**src/exu_pkg.sv**
```systemverilog
`default_nettype none

package exu_pkg;

	localparam int XLEN        = 32;
	localparam int STAGE_DEPTH = 2; // entries per stage buffer
	localparam int CREDIT_W    = 2;
	localparam int MEM_WORDS   = 256; // indexed by addr[9:2]

	typedef enum logic [6:0] {
		LUI    = 7'b0110111,
		AUIPC  = 7'b0010111,
		JAL    = 7'b1101111,
		JALR   = 7'b1100111,
		BRANCH = 7'b1100011,
		LOAD   = 7'b0000011,
		STORE  = 7'b0100011,
		OP_IMM = 7'b0010011,
		OP     = 7'b0110011
	} opcode_e;

	typedef enum logic [4:0] {
		ALU_ADD,
		ALU_SUB,
		ALU_SLL,
		ALU_SLT,
		ALU_SLTU,
		ALU_XOR,
		ALU_SRL,
		ALU_SRA,
		ALU_OR,
		ALU_AND,
		ALU_LUI,
		ALU_AUIPC,
		ALU_JAL,
		ALU_JALR,
		ALU_BEQ,
		ALU_BNE,
		ALU_BLT,
		ALU_BGE,
		ALU_BLTU,
		ALU_BGEU,
		ALU_LOAD,
		ALU_STORE,
		ALU_NONE
	} alu_op_e;

	// nine actions need four bits
	typedef enum logic [3:0] {
		MEM_NONE,
		MEM_LB,
		MEM_LH,
		MEM_LW,
		MEM_LBU,
		MEM_LHU,
		MEM_SB,
		MEM_SH,
		MEM_SW
	} mem_op_e;

endpackage

`default_nettype wire
```
**src/exu_stage_if.sv**
```systemverilog
`default_nettype none

interface exu_stage_if;
	logic                     valid;
	logic                     credit; // one-cycle return pulse
	exu_pkg::alu_op_e         alu_op;
	exu_pkg::mem_op_e         mem_op;
	logic [exu_pkg::XLEN-1:0] src1;
	logic [exu_pkg::XLEN-1:0] src2;
	logic [exu_pkg::XLEN-1:0] imm;
	logic [exu_pkg::XLEN-1:0] pc;
	logic [4:0]               rd;
	logic [exu_pkg::XLEN-1:0] val;
	logic [exu_pkg::XLEN-1:0] jump;
	logic [exu_pkg::XLEN-1:0] addr;

	modport sender (
		output valid, alu_op, mem_op, src1, src2, imm, pc, rd, val, jump, addr,
		input  credit
	);

	modport receiver (
		input  valid, alu_op, mem_op, src1, src2, imm, pc, rd, val, jump, addr,
		output credit
	);
endinterface

`default_nettype wire

```
**src/op_decode.sv**
```systemverilog
`default_nettype none

module op_decode (
	input  logic                     clk,
	input  logic                     rst,
	input  logic                     in_valid,
	output logic                     in_credit,
	input  logic [6:0]               opcode,
	input  logic [2:0]               funct3,
	input  logic [6:0]               funct7,
	input  logic [exu_pkg::XLEN-1:0] imm,
	input  logic [exu_pkg::XLEN-1:0] src1,
	input  logic [exu_pkg::XLEN-1:0] src2,
	input  logic [exu_pkg::XLEN-1:0] pc,
	input  logic [4:0]               rd,
	exu_stage_if.sender              down
);
	logic [6:0]               q_opcode [exu_pkg::STAGE_DEPTH];
	logic [2:0]               q_funct3 [exu_pkg::STAGE_DEPTH];
	logic [6:0]               q_funct7 [exu_pkg::STAGE_DEPTH];
	logic [exu_pkg::XLEN-1:0] q_imm    [exu_pkg::STAGE_DEPTH];
	logic [exu_pkg::XLEN-1:0] q_src1   [exu_pkg::STAGE_DEPTH];
	logic [exu_pkg::XLEN-1:0] q_src2   [exu_pkg::STAGE_DEPTH];
	logic [exu_pkg::XLEN-1:0] q_pc     [exu_pkg::STAGE_DEPTH];
	logic [4:0]               q_rd     [exu_pkg::STAGE_DEPTH];

	logic [$clog2(exu_pkg::STAGE_DEPTH)-1:0] wr_ptr;
	logic [$clog2(exu_pkg::STAGE_DEPTH)-1:0] rd_ptr;
	logic [exu_pkg::CREDIT_W-1:0]            count;
	logic [exu_pkg::CREDIT_W-1:0]            credit_cnt;
	logic                                    pop;
	logic [6:0]                              h_opcode;
	logic [2:0]                              h_funct3;
	logic [6:0]                              h_funct7;
	exu_pkg::alu_op_e                        dec_alu;
	exu_pkg::mem_op_e                        dec_mem;

	assign h_opcode = q_opcode[rd_ptr];
	assign h_funct3 = q_funct3[rd_ptr];
	assign h_funct7 = q_funct7[rd_ptr];

	// keep one credit back for a valid already on the wire
	assign pop = (count != '0) && (credit_cnt > exu_pkg::CREDIT_W'(down.valid));

	always_comb begin
		dec_alu = exu_pkg::ALU_NONE;
		dec_mem = exu_pkg::MEM_NONE;
		case (h_opcode)
			exu_pkg::LUI:   dec_alu = exu_pkg::ALU_LUI;
			exu_pkg::AUIPC: dec_alu = exu_pkg::ALU_AUIPC;
			exu_pkg::JAL:   dec_alu = exu_pkg::ALU_JAL;
			exu_pkg::JALR: begin
				if (h_funct3 == 3'd0) dec_alu = exu_pkg::ALU_JALR;
			end
			exu_pkg::BRANCH: begin
				case (h_funct3)
					3'd0: dec_alu = exu_pkg::ALU_BEQ;
					3'd1: dec_alu = exu_pkg::ALU_BNE;
					3'd4: dec_alu = exu_pkg::ALU_BLT;
					3'd5: dec_alu = exu_pkg::ALU_BGE;
					3'd6: dec_alu = exu_pkg::ALU_BLTU;
					3'd7: dec_alu = exu_pkg::ALU_BGEU;
					default: ;
				endcase
			end
			exu_pkg::LOAD: begin
				case (h_funct3)
					3'd0: dec_mem = exu_pkg::MEM_LB;
					3'd1: dec_mem = exu_pkg::MEM_LH;
					3'd2: dec_mem = exu_pkg::MEM_LW;
					3'd4: dec_mem = exu_pkg::MEM_LBU;
					3'd5: dec_mem = exu_pkg::MEM_LHU;
					default: ;
				endcase
				if (dec_mem != exu_pkg::MEM_NONE) dec_alu = exu_pkg::ALU_LOAD;
			end
			exu_pkg::STORE: begin
				case (h_funct3)
					3'd0: dec_mem = exu_pkg::MEM_SB;
					3'd1: dec_mem = exu_pkg::MEM_SH;
					3'd2: dec_mem = exu_pkg::MEM_SW;
					default: ;
				endcase
				if (dec_mem != exu_pkg::MEM_NONE) dec_alu = exu_pkg::ALU_STORE;
			end
			exu_pkg::OP_IMM: begin
				case (h_funct3)
					3'd0: dec_alu = exu_pkg::ALU_ADD;
					3'd1: if (h_funct7 == 7'h00) dec_alu = exu_pkg::ALU_SLL;
					3'd2: dec_alu = exu_pkg::ALU_SLT;
					3'd3: dec_alu = exu_pkg::ALU_SLTU;
					3'd4: dec_alu = exu_pkg::ALU_XOR;
					3'd5: begin
						if (h_funct7 == 7'h00) dec_alu = exu_pkg::ALU_SRL;
						else if (h_funct7 == 7'h20) dec_alu = exu_pkg::ALU_SRA;
					end
					3'd6: dec_alu = exu_pkg::ALU_OR;
					default: dec_alu = exu_pkg::ALU_AND;
				endcase
			end
			exu_pkg::OP: begin
				if (h_funct7 == 7'h00) begin
					case (h_funct3)
						3'd0: dec_alu = exu_pkg::ALU_ADD;
						3'd1: dec_alu = exu_pkg::ALU_SLL;
						3'd2: dec_alu = exu_pkg::ALU_SLT;
						3'd3: dec_alu = exu_pkg::ALU_SLTU;
						3'd4: dec_alu = exu_pkg::ALU_XOR;
						3'd5: dec_alu = exu_pkg::ALU_SRL;
						3'd6: dec_alu = exu_pkg::ALU_OR;
						default: dec_alu = exu_pkg::ALU_AND;
					endcase
				end else if (h_funct7 == 7'h20) begin
					if (h_funct3 == 3'd0) dec_alu = exu_pkg::ALU_SUB;
					else if (h_funct3 == 3'd5) dec_alu = exu_pkg::ALU_SRA;
				end
			end
			default: ;
		endcase
	end

	always_ff @(posedge clk) begin
		if (in_valid) begin
			q_opcode[wr_ptr] <= opcode;
			q_funct3[wr_ptr] <= funct3;
			q_funct7[wr_ptr] <= funct7;
			q_imm[wr_ptr]    <= imm;
			q_src1[wr_ptr]   <= src1;
			q_src2[wr_ptr]   <= src2;
			q_pc[wr_ptr]     <= pc;
			q_rd[wr_ptr]     <= rd;
		end
		if (pop) begin
			down.alu_op <= dec_alu;
			down.mem_op <= dec_mem;
			down.src1   <= q_src1[rd_ptr];
			// OP-IMM carries imm as operand b
			down.src2   <= (h_opcode == exu_pkg::OP_IMM) ? q_imm[rd_ptr] : q_src2[rd_ptr];
			down.imm    <= q_imm[rd_ptr];
			down.pc     <= q_pc[rd_ptr];
			down.rd     <= q_rd[rd_ptr];
		end
	end

	always_ff @(posedge clk) begin
		if (rst) begin
			wr_ptr     <= '0;
			rd_ptr     <= '0;
			count      <= '0;
			credit_cnt <= exu_pkg::CREDIT_W'(exu_pkg::STAGE_DEPTH);
			in_credit  <= 1'b0;
			down.valid <= 1'b0;
		end else begin
			if (in_valid) wr_ptr <= wr_ptr + 1'b1;
			if (pop) rd_ptr <= rd_ptr + 1'b1;
			count      <= count + exu_pkg::CREDIT_W'(in_valid) - exu_pkg::CREDIT_W'(pop);
			credit_cnt <= credit_cnt - exu_pkg::CREDIT_W'(down.valid)
				+ exu_pkg::CREDIT_W'(down.credit);
			in_credit  <= pop;
			down.valid <= pop;
		end
	end

	assign down.val  = '0;
	assign down.jump = '0;
	assign down.addr = '0;

endmodule

`default_nettype wire

```
**src/flat_wrapper.sv**
```systemverilog
// flat-port wrapper written by rule: the top's interface ports become plain ports
module op_decode_flat 
  (clk, rst, in_valid, in_credit, opcode, funct3, funct7, imm, src1, src2, pc, rd, down_valid, down_alu_op, down_mem_op, down_src1, down_src2, down_imm, down_pc, down_rd, down_val, down_jump, down_addr, down_credit);
  exu_stage_if down_i ();
  input  logic clk;
  input  logic rst;
  input  logic in_valid;
  output logic in_credit;
  input  logic [6:0] opcode;
  input  logic [2:0] funct3;
  input  logic [6:0] funct7;
  input  logic [exu_pkg::XLEN-1:0] imm;
  input  logic [exu_pkg::XLEN-1:0] src1;
  input  logic [exu_pkg::XLEN-1:0] src2;
  input  logic [exu_pkg::XLEN-1:0] pc;
  input  logic [4:0] rd;
  output wire logic [$bits(down_i.valid)-1:0] down_valid;
  output wire logic [$bits(down_i.alu_op)-1:0] down_alu_op;
  output wire logic [$bits(down_i.mem_op)-1:0] down_mem_op;
  output wire logic [$bits(down_i.src1)-1:0] down_src1;
  output wire logic [$bits(down_i.src2)-1:0] down_src2;
  output wire logic [$bits(down_i.imm)-1:0] down_imm;
  output wire logic [$bits(down_i.pc)-1:0] down_pc;
  output wire logic [$bits(down_i.rd)-1:0] down_rd;
  output wire logic [$bits(down_i.val)-1:0] down_val;
  output wire logic [$bits(down_i.jump)-1:0] down_jump;
  output wire logic [$bits(down_i.addr)-1:0] down_addr;
  input wire logic [$bits(down_i.credit)-1:0] down_credit;
  assign down_valid = down_i.valid;
  assign down_alu_op = down_i.alu_op;
  assign down_mem_op = down_i.mem_op;
  assign down_src1 = down_i.src1;
  assign down_src2 = down_i.src2;
  assign down_imm = down_i.imm;
  assign down_pc = down_i.pc;
  assign down_rd = down_i.rd;
  assign down_val = down_i.val;
  assign down_jump = down_i.jump;
  assign down_addr = down_i.addr;
  assign down_i.credit = down_credit;
  op_decode u_core (.clk(clk), .rst(rst), .in_valid(in_valid), .in_credit(in_credit), .opcode(opcode), .funct3(funct3), .funct7(funct7), .imm(imm), .src1(src1), .src2(src2), .pc(pc), .rd(rd), .down(down_i));
endmodule
```
**config.mk**
```make
export PLATFORM = sky130hd
export DESIGN_NAME = op_decode_flat
export DESIGN_NICKNAME = d
export VERILOG_FILES = /design/src/exu_pkg.sv /design/src/exu_stage_if.sv /design/src/op_decode.sv /design/src/flat_wrapper.sv
export SDC_FILE = /design/constraint.sdc
export NUM_CORES = 1
export LEC_CHECK = 0
export BUFFER_PORTS_ARGS = -buffer_cell sky130_fd_sc_hd__buf_2
export CELL_PAD_IN_SITES_DETAIL_PLACEMENT = 0
export CELL_PAD_IN_SITES_GLOBAL_PLACEMENT = 1
export CORE_ASPECT_RATIO = 0.5
export CORE_UTILIZATION = 30
export DETAILED_ROUTE_END_ITERATION = 8
export GPL_TIMING_DRIVEN = 0
export PLACE_DENSITY_LB_ADDON = 0.1
export SLEW_MARGIN = 20
export SYNTH_ARGS = -nofsm -noshare
export SYNTH_HDL_FRONTEND = slang
export SYNTH_SLANG_ARGS = --single-unit
```
**constraint.sdc**
```tcl
create_clock -name clk -period 11.8 [get_ports clk]
set_input_delay 2.36 -clock clk [delete_from_list [all_inputs] [get_ports clk]]
set_output_delay 2.36 -clock clk [all_outputs]
set_load 0.05 [all_outputs]
```
# Word-level counts from Yosys, hierarchy flattened
# Memory sizes are Yosys's and may differ from the RTL's. A register that Yosys moved wholly into a read port is not among the register bits.
# Index checks and enable logic that the tools add are counted.
totals:
  regBits: 80
  latch_bits: 0
  mem_bits_rw: 300
  rom_bits: 0
  input_bits: 154
  output_inout_bits: 240
  n_memories: 8
mem_list:
  columns: ["memory", "depth", "word_bits", "rd", "rd_ports_with_merged_regs", "write_ports", "line_no", "text"]
  rows:
  - ["u_core.q_imm", 2, 32, 1, 1, 1, "op_decode.sv:21", "logic [exu_pkg::XLEN-1:0] q_imm [exu_pkg::STAGE_DEPTH];"]
  - ["u_core.q_pc", 2, 32, 1, 1, 1, "op_decode.sv:24", "logic [exu_pkg::XLEN-1:0] q_pc [exu_pkg::STAGE_DEPTH];"]
  - ["u_core.q_src1", 2, 32, 1, 1, 1, "op_decode.sv:22", "logic [exu_pkg::XLEN-1:0] q_src1 [exu_pkg::STAGE_DEPTH];"]
  - ["u_core.q_src2", 2, 32, 1, 1, 1, "op_decode.sv:23", "logic [exu_pkg::XLEN-1:0] q_src2 [exu_pkg::STAGE_DEPTH];"]
  - ["u_core.q_funct7", 2, 7, 1, 1, 1, "op_decode.sv:20", "logic [6:0] q_funct7 [exu_pkg::STAGE_DEPTH];"]
  - ["u_core.q_opcode", 2, 7, 1, 1, 1, "op_decode.sv:18", "logic [6:0] q_opcode [exu_pkg::STAGE_DEPTH];"]
  - ["2 more memories", null, null, null, null, null, null, null]
classes:
  n_addsub: 6
  n_mul: 0
  n_div: 0
  n_lt_le_gt_ge: 1
  n_eq_ne: 17
  shifts: 0
  mux: 32
  bitwise: 0
  reduce_logical: 6
ops:
  columns: ["operator", "n"]
  rows:
  - ["case mux 5 bit (9 select lines)", 1]
  - ["two-way mux 5 bit", 8]
  - ["case mux 5 bit (7 select lines)", 1]
  - ["two-way mux 32 bit", 1]
  - ["case mux 5 bit (6 select lines)", 1]
  - ["== test 7 x 6 -> 1 bit (second input constant)", 4]
  - ["case mux 4 bit (7 select lines)", 1]
  - ["== test 7 bit (second input constant)", 3]
  - ["case mux 3 bit (5 select lines)", 1]
  - ["== test 7 x 5 -> 1 bit (second input constant)", 2]
  - ["== test 3 bit (second input constant)", 4]
  - ["two-way mux 1 bit", 12]
  - ["case mux 4 bit (3 select lines)", 1]
  - ["two-way mux 4 bit", 2]
  - ["case mux 4 bit (2 select lines)", 1]
  - ["nonzero test 4 bit", 2]
  - ["== test 7 x 2 -> 1 bit (second input constant)", 1]
  - ["zero test 7 bit", 1]
  - ["== test 3 x 2 -> 1 bit (second input constant)", 2]
  - ["adder 2 x 1 -> 2 bit", 2]
  - ["two-way mux 2 bit", 2]
  - ["subtractor 2 x 1 -> 2 bit", 2]
  - ["== test 3 x 1 -> 1 bit (second input constant)", 1]
  - ["zero test 3 bit", 1]
  - ["other kinds (4)", 5]

# Logic depth before layout (Yosys ltp)
# Gate-level depths: netlist of run 1.
logic_depth:
  depth_word: 6
  depth_mapped: 11

# Least setup slack after synthesis of run 1
# OpenSTA, ideal clock, no wires.
synth_path:
  kind: "input-to-reg"
  start: "input port in_valid"
  end: "memory u_core.q_funct3[0][0] (enable)"
  arrival_ns: 8.848
  t_required_ns: 11.120
  slack_ns: 2.273
  stages: 1
  path_buffers: 0
  cell_sequence: "nor2b_1"
synth_via:
  elab_chain_len: 2
synth_rtl:
  columns: ["element", "line_no", "text"]
  rows:
  - ["from (decl)", "flat_wrapper.sv:7", "input logic in_valid;"]
  - ["two-way mux 1 bit", "op_decode.sv:123", "if (in_valid) begin"]
  - ["two-way mux 1 bit (not written as such)", "op_decode.sv:125", "q_funct3[wr_ptr] <= funct3;"]
  - ["to (decl)", "op_decode.sv:19", "logic [2:0] q_funct3 [exu_pkg::STAGE_DEPTH];"]
# Every way passes these cells.

==> flow_summary.yaml, run 1 <==
drt:
  vias: 9033
  vias_per_cell: 4.18
  dr.pass1.iters: 6
  drt_iter0_drc: 448
  drt-total-wl_um: 39500
  drc: 0
  post_drt_wl_per_cell_um: 18.3
  final_antenna_net_count: 0
final_layout:
  antennaDiodeCount: 0
  area_delta_synth_final_pct: 26.1
  nNetsFinal: 1533
  n_fill_cell: 5314
  layout-drive-gt1-share_pct: 42.3
critical_path:
  worstPathCellList: "buf_4, buf_2"
  critPathLaunchType: "register"
  critPathArrivalTime_ns: 1.33
  critPathSlowestCell: "dfxtp_1"
  endpoint_kind: "primary output"
  crit_path_max_incr_delay_ns: 0.41
  path_class: "register to primary output"
  path_max_fanout: 4
  worstPathRequired_ns: 9.44
  critical_path.top_delay_family: "flip-flops"
  path_buf_inv: 2
run:
  maxCapViolations: 0
yosys:
  syn_area_sq_mm: 0.0171
  synth-edff-count: 442
  synth_top_area_cell: "edfxtp_1"
  netlist_top_cells_area: "edfxtp_1 (78%), mux2_2 (6.8%), buf_4 (4.3%)"
  ys_top_cells_by_count: "edfxtp_1 (442), mux2_2 (103), buf_4 (98)"
  synthArstFlopShare_pct: 0
  synth_warnings: 0
  post-synth-top-count-cell: "edfxtp_1"
  syn_area_per_cell_sq_um: 18.6
  synth_cell_types: 60
  synth_top_area_share_pct: 77.5
  synth-seq-cells: 450
  yosysSeqAreaShare_pct: 78.5
  synth-main-ff-cell: "edfxtp_1"
  syn_inst: 923
pwr:
  power.total_mw: 5.38
  power_leakage_nw: 8.07
  powerDensity_mw_per_mm2: 249
  vdd_drop_max_v: 0.000143
global_route:
  grt-ovfl-total: 0
  antenna_found_initial: 0
  grt_first_pass_wirelength_um: 57500
  grt_pass1_vias: 9288
  grt_max_degree: 73
  gr-usage-all-layers_pct: 13.2
run_status:
  status: "finished, final reports clean"
die:
  die-area_sq_mm: 0.0581
  die_y_um: 171
  die_x_um: 340
  core_region_area_sq_mm: 0.0559
  initial_core_util_pct: 30.6
  io_pins: 394
  rows: 61
timing:
  worst_hold_slack_ns: 0.520
  fmax_mhz: 271
  slew_headroom_pct: 44.0
  finClkSkew_ns: 0.0189
  finalMaxSlewViolations: 0
  period_minus_slack_ns: 3.69
  setup_tns_ns: 0
  rsz0062_at_grt: "false"
  setup_viol: 0
  hold_viol: 0
  period_share_pct: 31.3
  worstMarginPinSlew_ns: 0.840
placed_design:
  port_buffers: 297
  hpwl_um: 27000
  routabilityCongestion: 0.774
clocking:
  clkLatencyLatePin_ns: 0.56
  path_clk_slew_ns: 0.06
  clock_sinks: 450
  cts_hold_buf: 0
  numCtsBuffers: 45
  clockBufferDepth: 3
  cts_max_level: 2
  post_cts_buffers: 0
  cts_root_buf: "clkbuf_16"
  cts_tree: "built"
  cts-resized-gates: 0
hold_path:
  hold_path.class: "register to register"
## cell families (layout without fill, tap and decap cells)
logic type | Yosys count | in the layout | synth area share, %
flip-flops | 450 | 450 | 78.5
AND/OR/NAND/NOR | 104 | 104 | 3.21
adder cells (fa/ha/maj) | 5 | 5 | 0.365
XOR/XNOR | 9 | 9 | 0.460
buffers and inverters | 133 | 521 | 5.30
multiplexers | 143 | 143 | 9.21
AO/OA/AOI/OAI | 78 | 78 | 2.99
other | 1 | 96 | 0.0219
## stage by stage
step | setup slack (ns) | area, sq um | util (%) | instances
floorplan | 2.27 | 17500 | - | 1018
global placement | -3.26 | 19900 | 35.6 | 2071
detailed placement | 7.74 | 20200 | 36.2 | 2083
CTS | 8.04 | 21600 | 38.6 | 2162
global route | 8.02 | 21600 | 38.6 | 2162
finish | 8.11 | 21600 | 38.6 | 2162
## state kept, by name, summed over array words and instances (netlist names), named ones only
name,count
u_core.q_src2,64
u_core.q_pc,64
u_core.q_funct7,14
u_core.count,2
u_core.q_src1,64
u_core.q_funct3,6
u_core.q_opcode,14
u_core.down.rd,5
u_core.down.valid,1
u_core.down.src1,32
u_core.down.imm,32
u_core.q_rd,10
u_core.down.pc,32
u_core.wr_ptr,1
u_core.down.alu_op,5
u_core.down.src2,32
u_core.rd_ptr,1
u_core.credit_cnt,2
u_core.q_imm,64
u_core.down.mem_op,4
## layer usage
layer	share of wire, %	up-vias	track usage, %
li1	-	4278	-
met1	38	4488	14.7
met5	0	-	0
met2	55	205	25.4
met3	4.5	62	2.93
met4	1.9	0	3.53
## layout make-up
class                           count  area, sq um  area share [%]
Sequential cell                   450        13400            62.2
Tap cell                          756          946            4.38
Clock inverter                     22          161           0.747
Clock buffer                       57         1190            5.52
Timing Repair Buffer              309         1800            8.34
Buffer                            124          873            4.04
Multi-Input combinational cell    435         3150            14.6
Inverter                            9         41.3           0.191
## worst paths after layout
check,slack (ns),cells after the start,from,to
max,8.11,2,u_core.down.valid,in_credit
min,0.52,2,u_core.credit_cnt[1],u_core.credit_cnt[1]
max reg2reg,9.11,10,u_core.down.valid,u_core.count[1]
min reg2reg,0.52,2,u_core.credit_cnt[1],u_core.credit_cnt[1]
## power breakdown
part	leakage, nW	total (mW)	switching, mW	internal [mW]
clock	0.656	1.35	0.589	0.756
sequential	4.24	2.22	0.0693	2.15
combinational	3.18	1.81	1.35	0.453
## cell usage in the layout (no fill, tap or decap), types with 22 or more instances in the layout
cell type	count
buf_2	308
buf_4	98
clkbuf_1	22
clkbuf_16	46
conb_1	96
edfxtp_1	442
mux2_2	103
mux2i_1	36
nand2_1	38
o21ai_0	41
## tightest hold or removal path, stage by stage (launching register included)
cell and delay [ns]:
dfxtp_1 0.35, xnor2_1 0.08, nand2b_1 0.06
(Power assumes the default switching activity.)
==> inputs of run 2 (changes only) <==
- clock period: 11.8 -> 3.18 ns (I/O delays scaled with it)
==> run 2 against run 1 <==
Critical path depth is 9 higher. Sequential power grew to 3.7 times the previous value. Largest cell class unchanged. Non-clock buffer count rose by 3. Sequential share of layout area decreased by 0.37 points. First-iteration DRC count is 3.6% higher. Clock power rose to 3.9 times the previous value.
==> flow_summary.yaml, run 2 (synthesis gave the netlist of run 1 again) <==
die:
  core_region_area_sq_mm: 0.0559
  initial_core_util_pct: 30.6
  die-area_sq_mm: 0.0581
  io_pins: 394
  rows: 61
  die_x_um: 340
  die_y_um: 171
drt:
  dr.pass1.iters: 4
  drc: 0
  post_drt_wl_per_cell_um: 18.4
  drt-total-wl_um: 39800
  drt_iter0_drc: 464
  final_antenna_net_count: 0
  vias: 9009
  vias_per_cell: 4.16
global_route:
  gr-usage-all-layers_pct: 13.2
  grt_first_pass_wirelength_um: 57200
  grt_pass1_vias: 9251
  grt-ovfl-total: 0
  grt_max_degree: 42
  antenna_found_initial: 1
clocking:
  numCtsBuffers: 44
  cts_max_level: 2
  clkLatencyLatePin_ns: 0.56
  post_cts_buffers: 0
  cts_root_buf: "clkbuf_16"
  clockBufferDepth: 3
  clock_sinks: 450
  cts_hold_buf: 0
  cts_tree: "built"
  cts-resized-gates: 0
  path_clk_slew_ns: 0.06
placed_design:
  port_buffers: 297
  placed_area_sq_mm: 0.0203
  dp_slack_ns: 0.458
  place_inst: 2086
  hpwl_um: 27400
  routabilityCongestion: 0.752
critical_path:
  path_class: "register to register"
  r2r_end: "u_core.count[1]"
  worstReg2RegStart: "u_core.credit_cnt[0]"
  worstRegToRegCells: 11
  worstPathRequired_ns: 3.62
  endpoint_kind: "register"
  path_max_fanout: 21
  critPathArrivalTime_ns: 3.12
  r2r_slack_ns: 0.50
  critPathLaunchType: "register"
  cp-startpoint: "u_core.credit_cnt[0]"
pwr:
  power_leakage_nw: 8.13
  vdd_drop_max_v: 0.000392
  powerDensity_mw_per_mm2: 936
  power.total_mw: 20.3
timing:
  worst_slack_ns: 0.502
  rsz0062_at_grt: "false"
  period_minus_slack_ns: 2.68
  worst_hold_slack_ns: 0.261
  setup_viol: 0
  period_share_pct: 84.2
  setup_tns_ns: 0
  slew_headroom_pct: 49.6
  worstMarginPinSlew_ns: 0.755
  hold_viol: 0
  finClkSkew_ns: 0.0163
  fmax_mhz: 373
  finalMaxSlewViolations: 0
hold_path:
  hold_path_depth: 1
  hold_path.class: "input pin to register"
  min_to: "u_core.q_pc[0][0]"
  min-delay-start: "pc[0]"
run:
  maxCapViolations: 0
final_layout:
  nNetsFinal: 1535
  final_cell_mix: "edfxtp_1 (442), buf_2 (308), mux2_2 (103)"
  finalCoreUtilization_pct: 38.9
  n_fill_cell: 5269
  multi_input_area_sq_mm: 0.00317
  stdcell_area_sq_mm: 0.0217
  final_common_cell: "edfxtp_1"
  layout-drive-gt1-share_pct: 43.2
  finalNonFillerCells: 2166
  ff_latch_area_sq_mm: 0.0134
  area_delta_synth_final_pct: 26.9
run_status:
  status: "finished, final reports clean"
[run 2: report_power, final]
part	switching [mW]	leakage, nW	internal [mW]
logic	5.04	3.19	1.79
registers	0.263	4.24	7.98
clock network	2.23	0.707	3.03
total	7.53	8.13	12.8
[run 2: layout make-up]
class	instances	area share [%]
sequential	450	61.8
multi-input combinational	435	14.6
timing repair buffer	312	8.43
clock buffer	59	5.61
clock inverter	20	1.00
inverter	9	0.173
tap	756	4.35
buffer	124	4.02
antenna	1	0.0115
[run 2: worst max-delay path, stage by stage (launching register included)]
cell,delay (ns)
dfxtp_1,0.31
inv_1,0.07
ha_4,0.28
nor2_2,0.04
o22ai_2,0.23
clkinvlp_4,0.56
ha_1,0.50
inv_1,0.04
ha_1,0.17
xor2_1,0.17
xnor2_1,0.14
nor2_1,0.05
[run 2: worst max-delay path by stage]
stage / endpoint / slack (ns)
2_1_floorplan: u_core.count[1] / -1.03
3_3_place_gp: u_core.count[1] / -2.76
3_5_place_dp: u_core.down.src2[17] / 0.46
4_1_cts: u_core.count[1] / 0.46
5_1_grt: u_core.count[1] / 0.26
6_report: u_core.count[1] / 0.50
[run 2: layer usage]
layer	wire, um	GRT usage [%]
met4	747	3.72
met5	0	0
met2	21900	25.3
met1	15300	14.6
met3	1840	3.11
==> inputs of run 3 (changes only) <==
- clock period: 3.18 -> 2.2 ns (I/O delays scaled with it)
==> run 3 against run 2 <==
Sequential power grew 44%. First-iteration DRC count decreased by 10%. Power up 42%. Clock power is 32% higher. Clock skew is 0.0081 ns higher. Die area unchanged. Hold slack worse by 0.20 ns. Sequential share of layout area about the same. Via count decreased by 0.12%. Critical path type unchanged. Critical endpoint is now u_core.down.mem_op[2].
==> flow_summary.yaml, run 3 (synthesis gave the netlist of run 1 again) <==
timing:
  worstMarginPinSlew_ns: 0.660
  worst_slack_ns: 0.0869
  setup_tns_ns: 0
  setup_viol: 0
  hold_viol: 0
  fmax_mhz: 473
  finalMaxSlewViolations: 0
  slew_headroom_pct: 56.0
  period_minus_slack_ns: 2.11
  period_share_pct: 96.0
  finClkSkew_ns: 0.0244
global_route:
  grt-ovfl-total: 0
  grt_max_degree: 40
  grt_first_pass_wirelength_um: 57500
  gr-usage-all-layers_pct: 13.3
  grt_pass1_vias: 9285
  antenna_found_initial: 1
clocking:
  cts_tree: "built"
  cts_root_buf: "clkbuf_16"
  cts_max_level: 2
  clockBufferDepth: 3
  path_clk_slew_ns: 0.06
  cts_hold_buf: 0
  numCtsBuffers: 44
  clkLatencyLatePin_ns: 0.56
  clock_sinks: 450
drt:
  dr_wl_met2_um: 21800
  top_layer: "met4"
  drt-total-wl_um: 39600
  final_antenna_net_count: 0
  dr.pass1.iters: 5
  met1_length_um: 15400
  drt_iter0_drc: 416
  post_drt_wl_per_cell_um: 18.3
  vias_per_cell: 4.16
  wl_met3_um: 1800
  vias: 8998
  drc: 0
final_layout:
  finalNonFillerCells: 2165
  nNetsFinal: 1538
  stdcell_area_sq_mm: 0.0217
  layout-drive-gt1-share_pct: 43.3
  finalCoreUtilization_pct: 38.9
  final_cell_mix: "edfxtp_1 (442), buf_2 (298), buf_4 (103), mux2_2 (103), conb_1 (96)"
  area_delta_synth_final_pct: 27.0
  n_fill_cell: 5287
  final_common_cell: "edfxtp_1"
placed_design:
  port_buffers: 297
  placed_area_sq_mm: 0.0204
  place_inst: 2088
  routabilityCongestion: 0.760
  hpwl_um: 27600
  dp_slack_ns: -0.497
run:
  maxCapViolations: 0
die:
  initial_core_util_pct: 30.6
  core_region_area_sq_mm: 0.0559
  die_x_um: 340
  die_y_um: 171
  die-area_sq_mm: 0.0581
  io_pins: 394
  rows: 61
pwr:
  power_leakage_nw: 8.08
  powerDensity_mw_per_mm2: 1330
  vdd_drop_max_v: 0.000554
critical_path:
  cpMostUsedCell: "buf_12"
  worstPathRequired_ns: 2.44
  worstPathCellList: "inv_1, ha_4, nor2_2, o22ai_4, clkinvlp_4, buf_4, buf_12, buf_12"
  critPathLaunchType: "register"
  r2r_slack_ns: 0.09
  critPathArrivalTime_ns: 2.35
  critPathSlowestCell: "dfxtp_1"
  path_class: "register to register"
  path_max_fanout: 31
  endpoint_kind: "register"
  crit_path_max_incr_delay_ns: 0.30
run_status:
  status: "finished, final reports clean"
hold_path:
  hold_path.class: "input pin to register"
-- run 3: critical path, delay by kind of cell (launching register included) --
| kind | cells | cell delay [ns] |
|---|---|---|
| compound gates | 1 | 0.12 |
| buf+inv | 5 | 0.95 |
| simple gates | 1 | 0.16 |
| fa+ha+maj | 1 | 0.22 |
| flops | 1 | 0.30 |
-- run 3: layout make-up --
class	count	area, sq um	area share, %
clock inverter	13	98.8	0.455
timing repair buffer	315	1890	8.71
buffer	124	917	4.22
tap	756	946	4.35
sequential	450	13400	61.8
inverter	9	37.5	0.173
multi-input combinational	435	3230	14.9
antenna	1	2.50	0.0115
clock buffer	62	1180	5.42
-- run 3: what timing repair did --
item | 4_1_cts | 5_1_grt
setup endpoints to repair | 68 | 37
endpoints found under the hold margin | 0 | 0
pin swaps | 0 | 1
buffers inserted | 1 | 0
gates resized for setup | 13 | 16
-- run 3: final timing paths --
check / from / end / cells after the start
max: u_core.credit_cnt[0] / u_core.down.mem_op[2] / 8
min reg2reg: u_core.q_src1[0][12] / u_core.down.src1[12] / 1
min: src1[23] / u_core.q_src1[1][23] / 1
max reg2reg: u_core.credit_cnt[0] / u_core.down.mem_op[2] / 8
-- run 3: metal layers --
metal,vias up,GRT usage [%]
met5,-,0
met1,4449,14.9
li1,4278,-
met4,0,3.49
met2,220,25.3
met3,51,2.93
-- run 3: stage by stage --
stage / hold WS, ns / total power [mW]
floorplan: 0.488 / 18.9
global placement: 0.506 / 18.0
detailed placement: 0.530 / 22.3
CTS: 0.0165 / 29.4
global route: 0.0257 / 30.2
finish: 0.0621 / 28.9
-- run 3: report_power, final --
part	switching (mW)	leakage (nW)	internal, mW
Combinational	7.33	3.23	2.70
Clock	3.10	0.614	3.84
Sequential	0.387	4.24	11.5
